<file path="config.mk">
export PLATFORM = sky130hd
export DESIGN_NAME = rendering
export DESIGN_NICKNAME = d
export VERILOG_FILES = /design/src/verilog/render_pkg.sv /design/src/verilog/color_pkg.sv /design/src/verilog/goose_sprite.sv /design/src/verilog/tram_sprite.sv /design/src/verilog/floor_layer.sv /design/src/verilog/layer_compositor.sv /design/src/verilog/rendering.sv
export VERILOG_INCLUDE_DIRS = /design/src /design/src/verilog
export SDC_FILE = /design/constraint.sdc
export NUM_CORES = 1
export LEC_CHECK = 0
export BUFFER_PORTS_ARGS = -buffer_cell sky130_fd_sc_hd__buf_2
export CORE_MARGIN = 2
export CORE_UTILIZATION = 50
export DETAILED_ROUTE_END_ITERATION = 12
export GPL_TIMING_DRIVEN = 0
export HOLD_SLACK_MARGIN = 0.08
export PLACE_DENSITY = 0.77
export SETUP_SLACK_MARGIN = 0.2
export SYNTH_ARGS = -nofsm -noshare
export SYNTH_HDL_FRONTEND = slang
export SYNTH_SLANG_ARGS = --single-unit
</file>
<file path="constraint.sdc">
create_clock -name clk -period 6.1 [get_ports clk]
set_clock_uncertainty 0.05 [all_clocks]
set_input_delay 0.305 -clock clk [delete_from_list [all_inputs] [get_ports clk]]
set_output_delay 0.305 -clock clk [all_outputs]
set_load 0.005 [all_outputs]
</file>
<file path="src/verilog/floor_pattern.svh">
/* Ground texture, four rows of 128 pixels repeating along the floor */
`ifndef FLOOR_PATTERN_SVH
`define FLOOR_PATTERN_SVH

localparam logic [127:0] FLOOR_PATTERN [TEXTURE_ROWS] = '{
    128'h0000_0000_0000_0000_0000_E000_0000_0000,   // Row at FLOOR_Y
    128'hFFFF_FFFF_FFFF_FFFF_FFFF_3E3F_FFFF_FFFF,   // Bright ground line with a gap
    128'h0000_0000_0000_0000_0000_03E0_0000_0000,
    128'h0080_0200_0360_4004_0000_0408_0100_0002    // Scattered pebbles
};

`endif

</file>
<file path="src/verilog/render_pkg.sv">
/* Render geometry package
   Screen layout, sprite sizes and the pixel position struct */

package render_pkg;

    // Screen and ground
    localparam int SCREEN_W     = 640;   // Obstacles enter at the right edge
    localparam int FLOOR_Y      = 240;   // First ground row
    localparam int TEXTURE_ROWS = 4;     // Textured rows starting at FLOOR_Y

    // Goose placement, fixed column, height set by the jump
    localparam int GOOSE_X      = 50;
    localparam int GOOSE_Y_BASE = 200;   // Top row when standing on the ground
    localparam int GOOSE_W      = 30;
    localparam int GOOSE_H      = 40;

    // Tram obstacle, sits on the floor
    localparam int TRAM_W       = 30;
    localparam int TRAM_H       = 40;

    // Controller side widths
    localparam int SCROLL_W     = 11;    // World scroll position
    localparam int JUMP_W       = 7;     // Jump height above the ground

    // Current beam position
    typedef struct packed {
        logic [9:0] haddr;   // Column
        logic [9:0] vaddr;   // Row
    } pix_pos_t;

endpackage

</file>
<file path="src/verilog/color_pkg.sv">
/* Colour package
   RGB222 pixel types, background palette and sprite part codes */

package color_pkg;

    typedef struct packed {
        logic [1:0] r;
        logic [1:0] g;
        logic [1:0] b;
    } rgb_t;

    // One sprite layer sample
    typedef struct packed {
        logic hit;   // Sprite covers this pixel
        rgb_t rgb;
    } sprite_px_t;

    localparam rgb_t SKY_RGB     = '{r: 2'd0, g: 2'd3, b: 2'd3};
    localparam rgb_t FLOOR_RGB   = '{r: 2'd1, g: 2'd1, b: 2'd1};
    localparam rgb_t TEXTURE_RGB = '{r: 2'd3, g: 2'd3, b: 2'd3};
    localparam rgb_t DEAD_RGB    = '{r: 2'd3, g: 2'd0, b: 2'd0};   // Goose after a crash
    localparam rgb_t BLACK_RGB   = '{r: 2'd0, g: 2'd0, b: 2'd0};

    // Goose regions, listed in match order
    typedef enum logic [3:0] {
        GOOSE_NONE, GOOSE_BEAK, GOOSE_EYE, GOOSE_CHEEK, GOOSE_BELLY, GOOSE_HEAD,
        GOOSE_NECK, GOOSE_WING_EDGE, GOOSE_LEGS, GOOSE_TAIL, GOOSE_WING, GOOSE_BODY
    } goose_part_t;

    // Tram front view regions, listed in match order
    typedef enum logic [3:0] {
        TRAM_NONE, TRAM_HEADLIGHT, TRAM_COUPLER, TRAM_BLADE, TRAM_GLASS,
        TRAM_BODY, TRAM_ROOF_BOX, TRAM_ROOF, TRAM_SHADOW
    } tram_part_t;

endpackage

</file>
<file path="src/verilog/goose_sprite.sv">
/* Goose sprite layer
   Maps the pixel to a goose part and registers hit and colour */
`timescale 1ns/1ns

module goose_sprite import render_pkg::*, color_pkg::*; (
    input  logic              clk,
    input  logic              sys_rst,
    input  logic              display_on,
    input  pix_pos_t          pos,
    input  logic [JUMP_W-1:0] jump_pos,
    input  logic              game_over,
    input  logic              game_start_blink,
    output sprite_px_t        goose_px
);

    logic [10:0] goose_y;   // Top row, rises with the jump
    logic [10:0] h_ext;
    logic [10:0] v_ext;
    logic        in_box;
    logic [4:0]  loc_x;
    logic [5:0]  loc_y;
    goose_part_t part;
    logic        hit_q;
    rgb_t        rgb_q;

    // First match wins, small details before the large areas
    function automatic goose_part_t classify_goose(input logic [4:0] x, input logic [5:0] y);
        logic [5:0]  xx;
        logic [5:0]  wing_lo;
        logic [5:0]  neck_lo;
        goose_part_t p;

        xx = {1'b0, x};
        // Left edge of the raised wing, rows 14 to 24
        wing_lo = (y <= 6'd15) ? 6'd6 : (y <= 6'd19) ? y - 6'd9 : 6'd10;
        // Neck shifts left by one every two rows
        neck_lo = 6'd20 - ((y - 6'd17) >> 1);

        if (y >= 13 && y <= 14 && xx >= 27 && xx <= 28)
            p = GOOSE_BEAK;
        else if (y >= 12 && y <= 13 && xx == 24)
            p = GOOSE_EYE;
        else if (y >= 13 && y <= 14 && xx >= 22 && xx <= 23)
            p = GOOSE_CHEEK;
        else if (y >= 34 && y <= 35 && xx >= 12 && xx <= 18)
            p = GOOSE_BELLY;
        else if (y >= 11 && y <= 16 && xx >= 22 && xx <= 26)
            p = GOOSE_HEAD;
        else if (y >= 17 && y <= 24 && (xx == neck_lo || xx == neck_lo + 6'd1))
            p = GOOSE_NECK;
        else if (y >= 14 && y <= 24 && xx == wing_lo)
            p = GOOSE_WING_EDGE;
        else if (y >= 36 && y <= 39 && (xx == 12 || xx == 15))
            p = GOOSE_LEGS;
        else if ((y >= 29 && y <= 34 && xx >= 6 && xx <= 7) ||
                 ((y == 32 || y == 33) && xx == 8))
            p = GOOSE_TAIL;
        else if (y >= 14 && y <= 24 && xx >= wing_lo && xx <= y - 6'd6)
            p = GOOSE_WING;
        else if ((y >= 25 && y <= 28 && xx >= 10 && xx <= 22) ||
                 (y >= 29 && y <= 32 && xx >= 9 && xx <= 22) ||
                 (y >= 33 && y <= 35 && xx >= 9 && xx <= 21))
            p = GOOSE_BODY;
        else
            p = GOOSE_NONE;
        return p;
    endfunction

    assign goose_y = 11'(GOOSE_Y_BASE) - {4'd0, jump_pos};
    assign h_ext   = {1'b0, pos.haddr};
    assign v_ext   = {1'b0, pos.vaddr};

    assign in_box = (h_ext >= 11'(GOOSE_X)) && (h_ext < 11'(GOOSE_X + GOOSE_W)) &&
                    (v_ext >= goose_y) && (v_ext < goose_y + 11'(GOOSE_H));

    // Sprite local coordinates, only meaningful inside the box
    assign loc_x = 5'(h_ext - 11'(GOOSE_X));
    assign loc_y = 6'(v_ext - goose_y);
    assign part  = classify_goose(loc_x, loc_y);

    always_ff @(posedge clk) begin
        if (sys_rst) begin
            hit_q <= 1'b0;
        end else begin
            // Blink hides the goose on the start screen
            hit_q <= in_box && (part != GOOSE_NONE) && game_start_blink && display_on;
        end
    end

    // Part to colour lookup
    always_ff @(posedge clk) begin
        if (game_over) begin
            rgb_q <= DEAD_RGB;
        end else begin
            case (part)
                GOOSE_BEAK:                  rgb_q <= '{r: 2'd3, g: 2'd2, b: 2'd1};
                GOOSE_EYE, GOOSE_CHEEK,
                GOOSE_BELLY:                 rgb_q <= '{r: 2'd3, g: 2'd3, b: 2'd3};
                GOOSE_HEAD, GOOSE_NECK,
                GOOSE_WING_EDGE, GOOSE_LEGS: rgb_q <= BLACK_RGB;
                GOOSE_TAIL:                  rgb_q <= '{r: 2'd2, g: 2'd1, b: 2'd0};
                GOOSE_WING, GOOSE_BODY:      rgb_q <= '{r: 2'd2, g: 2'd2, b: 2'd1};
                default:                     rgb_q <= BLACK_RGB;
            endcase
        end
    end

    assign goose_px = '{hit: hit_q, rgb: rgb_q};

endmodule

</file>
<file path="src/verilog/tram_sprite.sv">
/* Tram obstacle layer
   Places the tram from the scroll position, registers hit and colour */
`timescale 1ns/1ns

module tram_sprite import render_pkg::*, color_pkg::*; (
    input  logic                clk,
    input  logic                sys_rst,
    input  logic                display_on,
    input  pix_pos_t            pos,
    input  logic [SCROLL_W-1:0] scrolladdr,
    input  logic                tram_enable,
    output sprite_px_t          tram_px
);

    logic [10:0] tram_x;   // Left edge, moves left as the world scrolls
    logic [10:0] h_ext;
    logic [10:0] v_ext;
    logic        in_box;
    logic [4:0]  loc_x;
    logic [5:0]  loc_y;
    tram_part_t  part;
    logic        hit_q;
    rgb_t        rgb_q;

    function automatic tram_part_t classify_tram(input logic [4:0] x, input logic [5:0] y);
        tram_part_t p;

        if (y == 26 && ((x >= 8 && x <= 10) || (x >= 20 && x <= 22)))
            p = TRAM_HEADLIGHT;
        else if (y >= 30 && y <= 34 && x >= 14 && x <= 16)
            p = TRAM_COUPLER;
        else if (y >= 8 && y <= 28 && ((x >= 3 && x <= 4) || (x >= 25 && x <= 26)))
            p = TRAM_BLADE;   // Blue side accents
        else if (y >= 6 && y <= 24 && x >= 5 && x <= 24)
            p = TRAM_GLASS;
        else if (y >= 25 && y <= 39 && x >= 4 && x <= 26)
            p = TRAM_BODY;
        else if (y >= 2 && y <= 4 && x >= 12 && x <= 17)
            p = TRAM_ROOF_BOX;   // Pantograph base
        else if (y <= 5 && x >= 5 && x <= 24)
            p = TRAM_ROOF;
        else if (y == 39 && x >= 5 && x <= 24)
            p = TRAM_SHADOW;
        else
            p = TRAM_NONE;
        return p;
    endfunction

    assign tram_x = 11'(SCREEN_W) - scrolladdr;
    assign h_ext  = {1'b0, pos.haddr};
    assign v_ext  = {1'b0, pos.vaddr};

    assign in_box = (h_ext >= tram_x) && (h_ext < tram_x + 11'(TRAM_W)) &&
                    (v_ext >= 11'(FLOOR_Y - TRAM_H)) && (v_ext < 11'(FLOOR_Y));

    assign loc_x = 5'(h_ext - tram_x);
    assign loc_y = 6'(v_ext - 11'(FLOOR_Y - TRAM_H));
    assign part  = classify_tram(loc_x, loc_y);

    always_ff @(posedge clk) begin
        if (sys_rst) begin
            hit_q <= 1'b0;
        end else begin
            hit_q <= in_box && (part != TRAM_NONE) && tram_enable && display_on;
        end
    end

    always_ff @(posedge clk) begin
        case (part)
            TRAM_HEADLIGHT, TRAM_BODY: rgb_q <= '{r: 2'd3, g: 2'd3, b: 2'd3};
            TRAM_COUPLER:              rgb_q <= '{r: 2'd0, g: 2'd0, b: 2'd1};
            TRAM_BLADE, TRAM_ROOF:     rgb_q <= '{r: 2'd0, g: 2'd1, b: 2'd3};   // Line blue
            TRAM_ROOF_BOX:             rgb_q <= '{r: 2'd2, g: 2'd2, b: 2'd2};
            TRAM_SHADOW:               rgb_q <= '{r: 2'd1, g: 2'd1, b: 2'd1};
            default:                   rgb_q <= BLACK_RGB;   // Glass
        endcase
    end

    assign tram_px = '{hit: hit_q, rgb: rgb_q};

endmodule

</file>
<file path="src/verilog/floor_layer.sv">
/* Floor and sky layer
   Registers the sky, solid floor and scrolling texture flags */
`timescale 1ns/1ns

module floor_layer import render_pkg::*; (
    input  logic                clk,
    input  logic                sys_rst,
    input  logic                display_on,
    input  pix_pos_t            pos,
    input  logic [SCROLL_W-1:0] scrolladdr,
    output logic                sky,
    output logic                floor,
    output logic                texture
);

`include "floor_pattern.svh"

    logic [10:0]                     scroll_sum;
    logic [6:0]                      tex_idx;
    logic [$clog2(TEXTURE_ROWS)-1:0] tex_row;
    logic                            in_band;   // Inside the textured strip

    // Texture slides left as the world scrolls
    assign scroll_sum = {1'b0, pos.haddr} + scrolladdr;
    assign tex_idx    = scroll_sum[6:0];
    assign tex_row    = $clog2(TEXTURE_ROWS)'(pos.vaddr - 10'(FLOOR_Y));

    assign in_band = (pos.vaddr >= 10'(FLOOR_Y)) &&
                     (pos.vaddr < 10'(FLOOR_Y + TEXTURE_ROWS));

    always_ff @(posedge clk) begin
        if (sys_rst) begin
            sky     <= 1'b0;
            floor   <= 1'b0;
            texture <= 1'b0;
        end else begin
            sky     <= display_on && (pos.vaddr < 10'(FLOOR_Y));
            floor   <= display_on && (pos.vaddr >= 10'(FLOOR_Y));
            texture <= display_on && in_band && FLOOR_PATTERN[tex_row][tex_idx];
        end
    end

endmodule

</file>
<file path="src/verilog/layer_compositor.sv">
/* Layer compositor
   Picks the top visible layer, blanks the screen and flags collisions */
`timescale 1ns/1ns

module layer_compositor import color_pkg::*; (
    input  logic       display_on,
    input  sprite_px_t goose_px,
    input  sprite_px_t tram_px,
    input  logic       sky,
    input  logic       floor,
    input  logic       texture,
    output logic [1:0] r,
    output logic [1:0] g,
    output logic [1:0] b,
    output logic       collision
);

    rgb_t layer_rgb;
    rgb_t pix_rgb;

    // Goose over tram over texture over floor over sky
    always_comb begin
        if (goose_px.hit) begin
            layer_rgb = goose_px.rgb;
        end else if (tram_px.hit) begin
            layer_rgb = tram_px.rgb;
        end else if (texture) begin
            layer_rgb = TEXTURE_RGB;
        end else if (floor) begin
            layer_rgb = FLOOR_RGB;
        end else if (sky) begin
            layer_rgb = SKY_RGB;
        end else begin
            layer_rgb = BLACK_RGB;
        end
    end

    // Live blanking outside the visible area
    assign pix_rgb = display_on ? layer_rgb : BLACK_RGB;

    assign r = pix_rgb.r;
    assign g = pix_rgb.g;
    assign b = pix_rgb.b;

    assign collision = goose_px.hit & tram_px.hit;   // Same pixel covered by both

endmodule

</file>
<file path="src/verilog/rendering.sv">
/* Goose runner pixel renderer
   Sprite, floor and compositor layers, one clock from position to colour */
`timescale 1ns/1ns

module rendering import render_pkg::*, color_pkg::*; (
    input  logic                clk,
    input  logic                sys_rst,
    input  logic                display_on,
    input  logic [9:0]          haddr,
    input  logic [9:0]          vaddr,
    input  logic [SCROLL_W-1:0] scrolladdr,
    input  logic [JUMP_W-1:0]   jump_pos,
    input  logic                tram_enable,
    input  logic                game_over,
    input  logic                game_start_blink,
    output logic [1:0]          r,
    output logic [1:0]          g,
    output logic [1:0]          b,
    output logic                collision
);

    pix_pos_t   pos;
    sprite_px_t goose_px;
    sprite_px_t tram_px;
    logic       sky;
    logic       floor;
    logic       texture;

    assign pos = '{haddr: haddr, vaddr: vaddr};

    goose_sprite i_goose_sprite (
        .clk, .sys_rst, .display_on, .pos, .jump_pos,
        .game_over, .game_start_blink, .goose_px
    );

    tram_sprite i_tram_sprite (
        .clk, .sys_rst, .display_on, .pos, .scrolladdr, .tram_enable, .tram_px
    );

    floor_layer i_floor_layer (
        .clk, .sys_rst, .display_on, .pos, .scrolladdr, .sky, .floor, .texture
    );

    // Combinational, so all layers share the one clock of latency
    layer_compositor i_layer_compositor (
        .display_on, .goose_px, .tram_px, .sky, .floor, .texture,
        .r, .g, .b, .collision
    );

endmodule

</file>
### After elaboration in Yosys (flattened, before gate mapping)

Memories as Yosys holds them, arrays and structs flattened. A register that Yosys moved wholly into a read port is not among the register bits.
Index checks and enable logic that the tools add are counted.

| word-level totals | value |
|---|---|
| bits in registers | 11 |
| output and inout port bits | 7 |
| latch bits | 0 |
| memories | 1 |
| bits in writable memories | 0 |
| bits of input ports | 44 |
| bits in read-only memories | 96 |
| logic and storage cells | 238 |

Memory list:

| memory | depth | bits a word | read ports | clocked after Yosys merged registers in | write ports | RTL line | text |
|---|---|---|---|---|---|---|---|
| (name not given) | 16 | 6 | 1 | 1 | 0 | goose_sprite.sv:95 | `case (part)` |

| cells by class | value |
|---|---|
| multiply operators | 0 |
| magnitude comparators | 75 |
| add/subtract/negate cells | 15 |
| shift operators | 0 |
| muxes and demuxes | 33 |
| div/mod/pow operators | 0 |
| equality and inequality tests | 18 |
| reduce and logical (&&, ||, !) cells | 86 |
| bitwise operators | 2 |

Operators with widths:

| operator | number |
|---|---|
| $bmux W128 S2 | 1 |
| $mux W128 | 2 |
| $mux W4 | 20 |
| $logic_and A1 B1 Y1 | 74 |
| $le A5 B5 Y1 const B | 11 |
| $mux W6 | 7 |
| $le A6 B5 Y1 const B | 6 |
| $le A6 B6 Y1 const B | 6 |
| $ge A5 B4 Y1 const B | 6 |
| $ge A6 B4 Y1 const B | 5 |
| $ge A6 B5 Y1 const B | 5 |
| $lt A10 B8 Y1 const B | 3 |
| $pmux W6 S5 | 1 |
| $ge A10 B11 Y1 | 2 |
| $lt A10 B11 Y1 | 2 |
| $ge A10 B8 Y1 const B | 2 |
| $ge A5 B5 Y1 const B | 4 |
| $eq A5 B6 Y1 | 3 |
| $eq A6 B6 Y1 const B | 3 |
| $ge A6 B6 Y1 const B | 3 |
| $le A6 B4 Y1 const B | 3 |
| $eq A5 B4 Y1 const B | 3 |
| $ge A5 B3 Y1 const B | 3 |
| $eq A4 B3 Y1 const B | 3 |
| other kinds (38) | 51 |

### Logic depth before layout (Yosys ltp)

Gate-level depths: netlist (run 1).

| depth | value |
|---|---|
| word-level depth | 23 |
| mapped depth | 22 |
| mapped depth without buffers | 22 |

### Cells and area by module

A second synthesis (run 1) with hierarchy kept.

| unflattened totals | value |
|---|---|
| cell total of the unflattened synthesis | 695 |
| area total of the unflattened synthesis | 5430.2 um^2 |

Modules (own cells, without submodules):

| module | area an instance (um^2) | times used | seq. area each (um^2) | cells each |
|---|---|---|---|---|
| goose_sprite | 2707.6 | 1 | 120.1 | 357 |
| tram_sprite | 1656.6 | 1 | 120.1 | 198 |
| floor_layer | 885.8 | 1 | 60.1 | 115 |
| layer_compositor | 180.2 | 1 | 0.0 | 25 |

### Worst setup path before layout (run 1)

No wires, ideal clock.

| timing path | value |
|---|---|
| kind | input-to-reg |
| start | input port jump_pos[0] |
| end | register i_goose_sprite.goose_px[2] (netlist name) |
| arrival | 4.190 ns |
| slack | 1.744 ns |
| buffers on the path | 0 |
| setup time | 0.116 ns |
| stages on the path | 17 |
| data required time | 5.934 ns |
| path through | inv_1 ha_1 fa_1 xnor2_2 inv_1 ha_1 a21boi_1 xnor3_1 xnor2_2 nand2_1 o31a_1 mux2_2 mux2_4 o21ai_2 a211o_1 a211oi_2 a31o_1 |

| between the ends | value |
|---|---|
| longest elaborated chain between the ends | 19 |
| elaborated cells on any way between the ends | 87 |
| those cells by class | add/sub (7); order compare (23); eq/ne (5); mux (13); reduce/logical (39) |

Ends and longest elaborated chain:

| item | RTL line | text |
|---|---|---|
| start: declaration | rendering.sv:12 | `input logic [JUMP_W-1:0] jump_pos,` |
| $sub A8 B7 Y9 (*) | goose_sprite.sv:69 | `assign goose_y = 11'(GOOSE_Y_BASE) - {4'd0, jump_pos};` |
| $sub A6 B6 Y6 (*) | goose_sprite.sv:78 | `assign loc_y = 6'(v_ext - goose_y);` |
| branches (longest 16 deep; another with $sub A6 B5 Y6) | n/a |  |
| $mux W4 (*) | goose_sprite.sv:39 | `if (y >= 13 && y <= 14 && xx >= 27 && xx <= 28)` |

Mark *: on every way between the ends.
A chain may end at the register's enable or synchronous reset.

### Worst setup path in the final report (run 1)

| timing path | value |
|---|---|
| start | input port vaddr[0] |
| end | register i_goose_sprite.goose_px[2] (netlist name) |

| between the ends | value |
|---|---|
| longest elaborated chain between the ends | 18 |
| elaborated cells on any way between the ends | 86 |
| those cells by class | add/sub (6); order compare (23); eq/ne (5); mux (13); reduce/logical (39) |

Ends and longest elaborated chain:

| item | RTL line | text |
|---|---|---|
| start: declaration | rendering.sv:10 | `input logic [9:0] vaddr,` |
| $sub A6 B6 Y6 (*) | goose_sprite.sv:78 |  |
| branches (longest 16 deep; another with $sub A6 B5 Y6) | n/a |  |
| $mux W4 (*) | goose_sprite.sv:39 |  |

Marks and branches as above.

==> impl_metrics.csv, run 1 <==
group,metric,value,unit
status,status,"finished, final reports clean",
cells_and_area,area_growth,9.46,%
hold_path,hold_path.startpoint,"game_over",
synthesis,ys_ff_latch,15,
synthesis,synth_fp_nets,740,
cts,cts_tree,"done",
cts,cts_max_level,1,
global_route,grt_max_degree,12,
power,seqPwrFrac,11.4,%
sta,finalCritPeriodShare,82.9,%
route,vias_per_cell,5.92,
synthesis,syn_inst,619,
critical_path,worst-endpoint-arrival,5.14,ns
critical_path,cp_max_fo,10,
power,clkPwrFrac,7.2,%
hold_path,hold_class,"in -> reg",
synthesis,ys.warnings.count,0,
synthesis,ys_top_cells_by_count,"ha_1, nor2_1, nand2_1",
route,drt_iter0_drc,313,
cts,max-clock-path-buffers,2,
critical_path,cp_data_required_time,6.18,ns
power,switching_share,49.8,%
synthesis,yosysSeqAreaShare,6.52,%
cells_and_area,fin_nets,795,
hold_path,min_path_cells,2,
critical_path,start_kind,"primary input",
power,combPwrFrac,81.4,%
global_route,grt_overflow,0,
power,finalPower,0.00109,W
cells_and_area,fill_cells,851,
cells_and_area,num_antenna_cells,0,
cells_and_area,final_cell_area,5040,µm²
placed_design,dpl_cell_area,4990,µm²
cts,holdBufCountCts,0,
synthesis,synth-edff-count,0,
floorplan,ios,51,
synthesis,synthesis.area,4600,µm²
sta,fin_setup_tns,0,ns
floorplan,start_util,50.8,%
sta,timing.hold.ws,0.213,ns
placed_design,gp_congestion,0.920,
sta,max_freq,0.198,GHz
sta,rsz0062_at_grt,"no",
synthesis,synth_cell_types,77,
power,p_sw,0.000545,W
cts,cts.clk_slew.worst_paths,0.06,ns
route,drcViolationCount,0,
synthesis,synth_top_cells_by_area,"ha_1, dfxtp_1, xnor2_1",
cts,cts.sinks,15,
run,maxCapViolCount,0,
cells_and_area,fin_util,55.6,%
synthesis,synthFlopType,"dfxtp_1",
power,power.internal,0.000549,W
floorplan,die-width,100,µm
sta,worst_pin_slew,1.06,ns
global_route,antenna_found_initial,0,
power,power.density,217,nW/µm²
floorplan,core,9060,µm²
critical_path,critPathCaptureType,"flip-flop",
sta,finalHoldViolCount,0,
hold_path,min_to,"i_goose_sprite.goose_px[3]$_SDFF_PP0_",
synthesis,synth.most_common_cell,"ha_1",
cts,cts_buffers,3,
global_route,grtUsageTotal,24.9,%
cts,cts_resized,0,
placed_design,io_buffer_count,50,
floorplan,rows,35,
synthesis,yosysTopAreaCellShare,20.1,%
power,power.leakage,2.28,nW
sta,setup_viol,0,
cts,cts-root-buf,"clkbuf_8",
route,drt.antenna.violating_nets,0,
sta,period_needed,5.06,ns
synthesis,synth-async-reset-ratio,0,%
route,dr_wl_met2,5670,µm
global_route,grt_pass1_vias,4486,
cells_and_area,drive_above_1_share,12.5,%
route,route.met3.wl,715,µm
route,route.top_layer_used,"met4",
cts,post_cts_buffers,0,
route,avgRoutedWirePerCell,15.8,µm
sta,drv_slew,0,
route,routed_wirelength,12400,µm
power,irDropWorstVdd,0.000129,V
floorplan,die_h,100,µm
floorplan,dieArea,9990,µm²
global_route,grt_pass1_wl,20900,µm
synthesis,yosysTopAreaCell,"ha_1",
placed_design,dpl.hpwl,10300,µm
synthesis,syn_avg_cell_area,7.44,µm²
route,firstDrtPassIters,5,
critical_path,criticalPathCategory,"in -> reg",
route,wl_met1,5890,µm
sta,slew_headroom,27.7,%
route,via_count,4642,
==> layout make-up <==
| type | count | area, µm² | share of cell area [%] |
|---|---|---|---|
| multi-input combinational | 548 | 4090 | 81.2 |
| sequential | 15 | 300 | 5.96 |
| timing repair buffer | 50 | 250 | 4.97 |
| inverter | 43 | 161 | 3.20 |
| tap | 111 | 139 | 2.76 |
| buffer | 13 | 51.3 | 1.02 |
| clock buffer | 3 | 41.3 | 0.819 |
| clock inverter | 1 | 5.00 | 0.0993 |
==> worst max path at each step <==
stage           startpoint                                     to  slack, ns  depth (start not counted)
6_report          vaddr[0]  i_goose_sprite.goose_px[2]$_SDFF_PP0_       1.04                         18
5_1_grt           vaddr[0]  i_goose_sprite.goose_px[2]$_SDFF_PP0_       0.73                         18
4_1_cts           vaddr[0]  i_goose_sprite.goose_px[2]$_SDFF_PP0_       1.12                         18
3_5_place_dp      vaddr[0]  i_goose_sprite.goose_px[2]$_SDFF_PP0_       0.88                         18
3_3_place_gp      vaddr[0]  i_goose_sprite.goose_px[2]$_SDFF_PP0_       0.91                         18
2_1_floorplan  jump_pos[0]  i_goose_sprite.goose_px[2]$_SDFF_PP0_       1.74                         17
==> registers in the layout, summed over array words and instances (netlist names) <==
name                     cells
i_floor_layer.floor          1
i_floor_layer.sky            1
i_floor_layer.texture        1
i_goose_sprite.goose_px      5
i_goose_sprite.hit_q         1
i_tram_sprite.hit_q          1
i_tram_sprite.tram_px        5
==> power groups by stage <==
stage | Sequential [W] | Combinational, W | Clock, W
6_report | 0.000125 | 0.000891 | 0.0000783
5_1_grt | 0.000126 | 0.000993 | 0.0000831
4_1_cts | 0.000126 | 0.000882 | 0.0000809
3_5_place_dp | 0.000128 | 0.000877 | 0
3_3_place_gp | 0.000127 | 0.000851 | 0
2_1_floorplan | 0.000124 | 0.000697 | 0
==> logic make-up after synthesis <==
group | Yosys count | synth area share, %
flops | 15 | 6.52
compound gates | 182 | 26.8
other cells | 1 | 0.0814
xor+xnor | 58 | 13.6
fa+ha+maj | 79 | 21.9
mux | 9 | 2.64
buf+inv | 56 | 4.62
simple gates | 219 | 23.8
==> critical path: stages <==
cell,delay (ns)
buf_2,0.17
inv_1,0.18
ha_1,0.27
fa_1,0.42
xnor2_2,0.44
inv_1,0.27
ha_1,0.30
a21boi_1,0.37
xnor3_1,0.41
xnor2_2,0.28
nand2_1,0.13
o31a_1,0.25
mux2_2,0.26
mux2_4,0.26
o21ai_2,0.29
a211o_1,0.24
a211oi_2,0.09
a31o_1,0.20
==> per-stage QoR <==
step | cells | setup slack [ns]
3_3_place_gp | 780 | 0.911
4_1_cts | 784 | 1.12
5_1_grt | 784 | 0.732
2_1_floorplan | 619 | 1.74
6_report | 784 | 1.04
3_5_place_dp | 780 | 0.884
==> metal layers <==
metal,global-route usage [%],vias up
li1,-,2363
met1,36.0,2116
met2,41.4,155
met3,1.39,8
met4,4.74,0
met5,0,-
==> cells in the final DEF, fill, tap and decap left out, drive strengths merged, types with 7 or more instances in the layout <==
cell,n
ha,74
nor2,52
buf,52
nand2,46
a21oi,44
inv,41
xnor2,39
o21ai,38
nor3,27
nor2b,17
o21a,17
xor2,16
dfxtp,15
nand3,14
clkbuf,14
and3,11
nand2b,11
nor4,9
a21boi,8
a31oi,7
o211ai,7
and2,7
a211oi,7
No activity file was read; power rests on OpenSTA's default activity.
==> inputs of run 2 (changes only) <==
==> constraint.sdc (replaced) <==
create_clock -name clk -period 5 [get_ports clk]
set_clock_uncertainty 0.05 [all_clocks]
set_input_delay 0.25 -clock clk [delete_from_list [all_inputs] [get_ports clk]]
set_output_delay 0.25 -clock clk [all_outputs]
set_load 0.005 [all_outputs]
==> run 2 against run 1 <==
Effect of this change: cell count is 0.38% higher; setup slack got worse by 0.65 ns; routed wire length grew 0.93%; combinational power is 27% higher; worst hold slack got worse by 0.055 ns.
==> impl_metrics.csv, run 2 (synthesis results as in run 1) <==
group,metric,value,unit
power,switching_share,49.5,%
power,p_sw,0.000683,W
cts,max-clock-path-buffers,2,
global_route,antenna_found_initial,0,
global_route,grt_max_degree,12,
sta,finalHoldViolCount,0,
power,power.internal,0.000697,W
sta,worst_pin_slew,1.12,ns
hold_path,hold_class,"in -> reg",
placed_design,gp_congestion,0.920,
route,via_count,4709,
route,drt_iter0_drc,314,
floorplan,ios,51,
route,routed_wirelength,12500,µm
critical_path,worst-endpoint-arrival,4.69,ns
cells_and_area,fin_nets,798,
route,vias_per_cell,5.98,
global_route,grtUsageTotal,24.9,%
placed_design,io_buffer_count,50,
power,clkPwrFrac,6.9,%
cells_and_area,layout_commonest_cell,"ha_1",
placed_design,place_ws,-0.161,ns
critical_path,cp_data_required_time,5.08,ns
global_route,grt_overflow,0,
sta,max_freq,0.217,GHz
global_route,grt_pass1_wl,20900,µm
sta,drv_slew,0,
cts,cts-root-buf,"clkbuf_8",
cts,cts_max_level,1,
sta,finalCritPeriodShare,92.2,%
power,power.density,269,nW/µm²
floorplan,die-width,100,µm
route,drcViolationCount,0,
critical_path,start_kind,"primary input",
cells_and_area,drive_above_1_share,13.9,%
sta,slew_headroom,23.4,%
sta,period_needed,4.61,ns
power,irDropWorstVdd,0.000172,V
cts,cts.sinks,15,
cts,cts.clk_slew.worst_paths,0.06,ns
route,drt.antenna.violating_nets,0,
critical_path,criticalPathCategory,"in -> reg",
cts,cts_buffers,3,
cells_and_area,num_antenna_cells,0,
global_route,grt_pass1_vias,4485,
floorplan,core,9060,µm²
status,status,"finished, final reports clean",
power,combPwrFrac,82.0,%
route,firstDrtPassIters,7,
sta,setup_viol,0,
sta,fin_setup_tns,0,ns
route,avgRoutedWirePerCell,15.9,µm
sta,layout_setup_ws,0.389,ns
floorplan,die_h,100,µm
cts,holdBufCountCts,0,
power,power.leakage,2.31,nW
cts,cts_tree,"done",
critical_path,cp_max_fo,8,
placed_design,dpl.hpwl,10300,µm
floorplan,start_util,50.8,%
cells_and_area,area_growth,11.5,%
cells_and_area,layout_common_cells,"ha_1, nor2_1, buf_2, nand2_1, a21oi_1",
cells_and_area,fin_util,56.6,%
critical_path,critPathCaptureType,"flip-flop",
floorplan,dieArea,9990,µm²
power,finalPower,0.00138,W
sta,rsz0062_at_grt,"no",
run,maxCapViolCount,0,
floorplan,rows,35,
power,seqPwrFrac,11.1,%
[run 2: cell count changes in the layout (fill, tap and decap cells not counted)]
| cell | previous run | this run |
|---|---|---|
| ha_1 | 74 | 73 |
| xnor3_1 | 3 | 2 |
| xnor2_1 | 34 | 31 |
| buf_4 | 0 | 3 |
| xnor2_4 | 2 | 4 |
| xor2_1 | 15 | 14 |
| a21boi_1 | 1 | 0 |
| xnor3_2 | 0 | 1 |
| xor2_4 | 1 | 2 |
| ha_2 | 0 | 1 |
| xnor2_2 | 3 | 4 |
| a21boi_2 | 1 | 2 |
[run 2: final cells by class]
class | instances | area, µm²
fill | 835 | 3930
timing repair buffer | 53 | 273
sequential | 15 | 300
inverter | 43 | 161
clock inverter | 1 | 5.00
multi-input combinational | 548 | 4160
clock buffer | 3 | 41.3
buffer | 13 | 51.3
tap | 111 | 139
[run 2: worst max-delay path, stage by stage]
cell and delay (ns):
buf_2 0.17, inv_1 0.19, ha_1 0.27, fa_1 0.47, xnor2_4 0.26, inv_1 0.18
ha_1 0.28, a21boi_2 0.26, xnor3_2 0.40, a21oi_1 0.34, xnor2_1 0.19, mux2_2 0.36
mux2_4 0.26, o21ai_2 0.29, a211o_1 0.23, a211oi_2 0.09, a31o_1 0.20
[run 2: final timing paths]
check | start | to | cells past startpoint
setup / recovery | vaddr[0] | i_goose_sprite.goose_px[2]$_SDFF_PP0_ | 17
hold / removal | game_over | i_goose_sprite.goose_px[3]$_SDFF_PP0_ | 2
[run 2: power groups by stage]
stage | sequential [W] | clock [W] | combinational (W)
after floorplan | 0.000151 | 0 | 0.000851
after global placement | 0.000155 | 0 | 0.00104
after detailed placement | 0.000156 | 0 | 0.00107
after CTS | 0.000153 | 0.0000987 | 0.00108
after global routing | 0.000154 | 0.000101 | 0.00125
final | 0.000153 | 0.0000954 | 0.00113
[run 2: through the flow]
step           cell area, µm²  hold slack [ns]  instances
3_5_place_dp             4990            0.407        780
4_1_cts                  5050            0.152        784
6_report                 5130            0.158        787
2_1_floorplan            4600            0.269        619
5_1_grt                  5130            0.165        787
3_3_place_gp             4990            0.401        780
[run 2: what timing repair did]
item	4_1_cts	5_1_grt
gates resized for setup	1	9
buffers inserted	0	3
endpoints found under the setup margin	2	5
pin swaps	0	1
[run 2: metal layers]
layer  wire (µm)  global-route usage [%]  part of all wire, %
met2        5750                    41.4                   46
met5           0                       0                    0
met4          81                    4.74                 0.65
met1        5990                    36.1                   48
met3         661                    1.39                  5.3
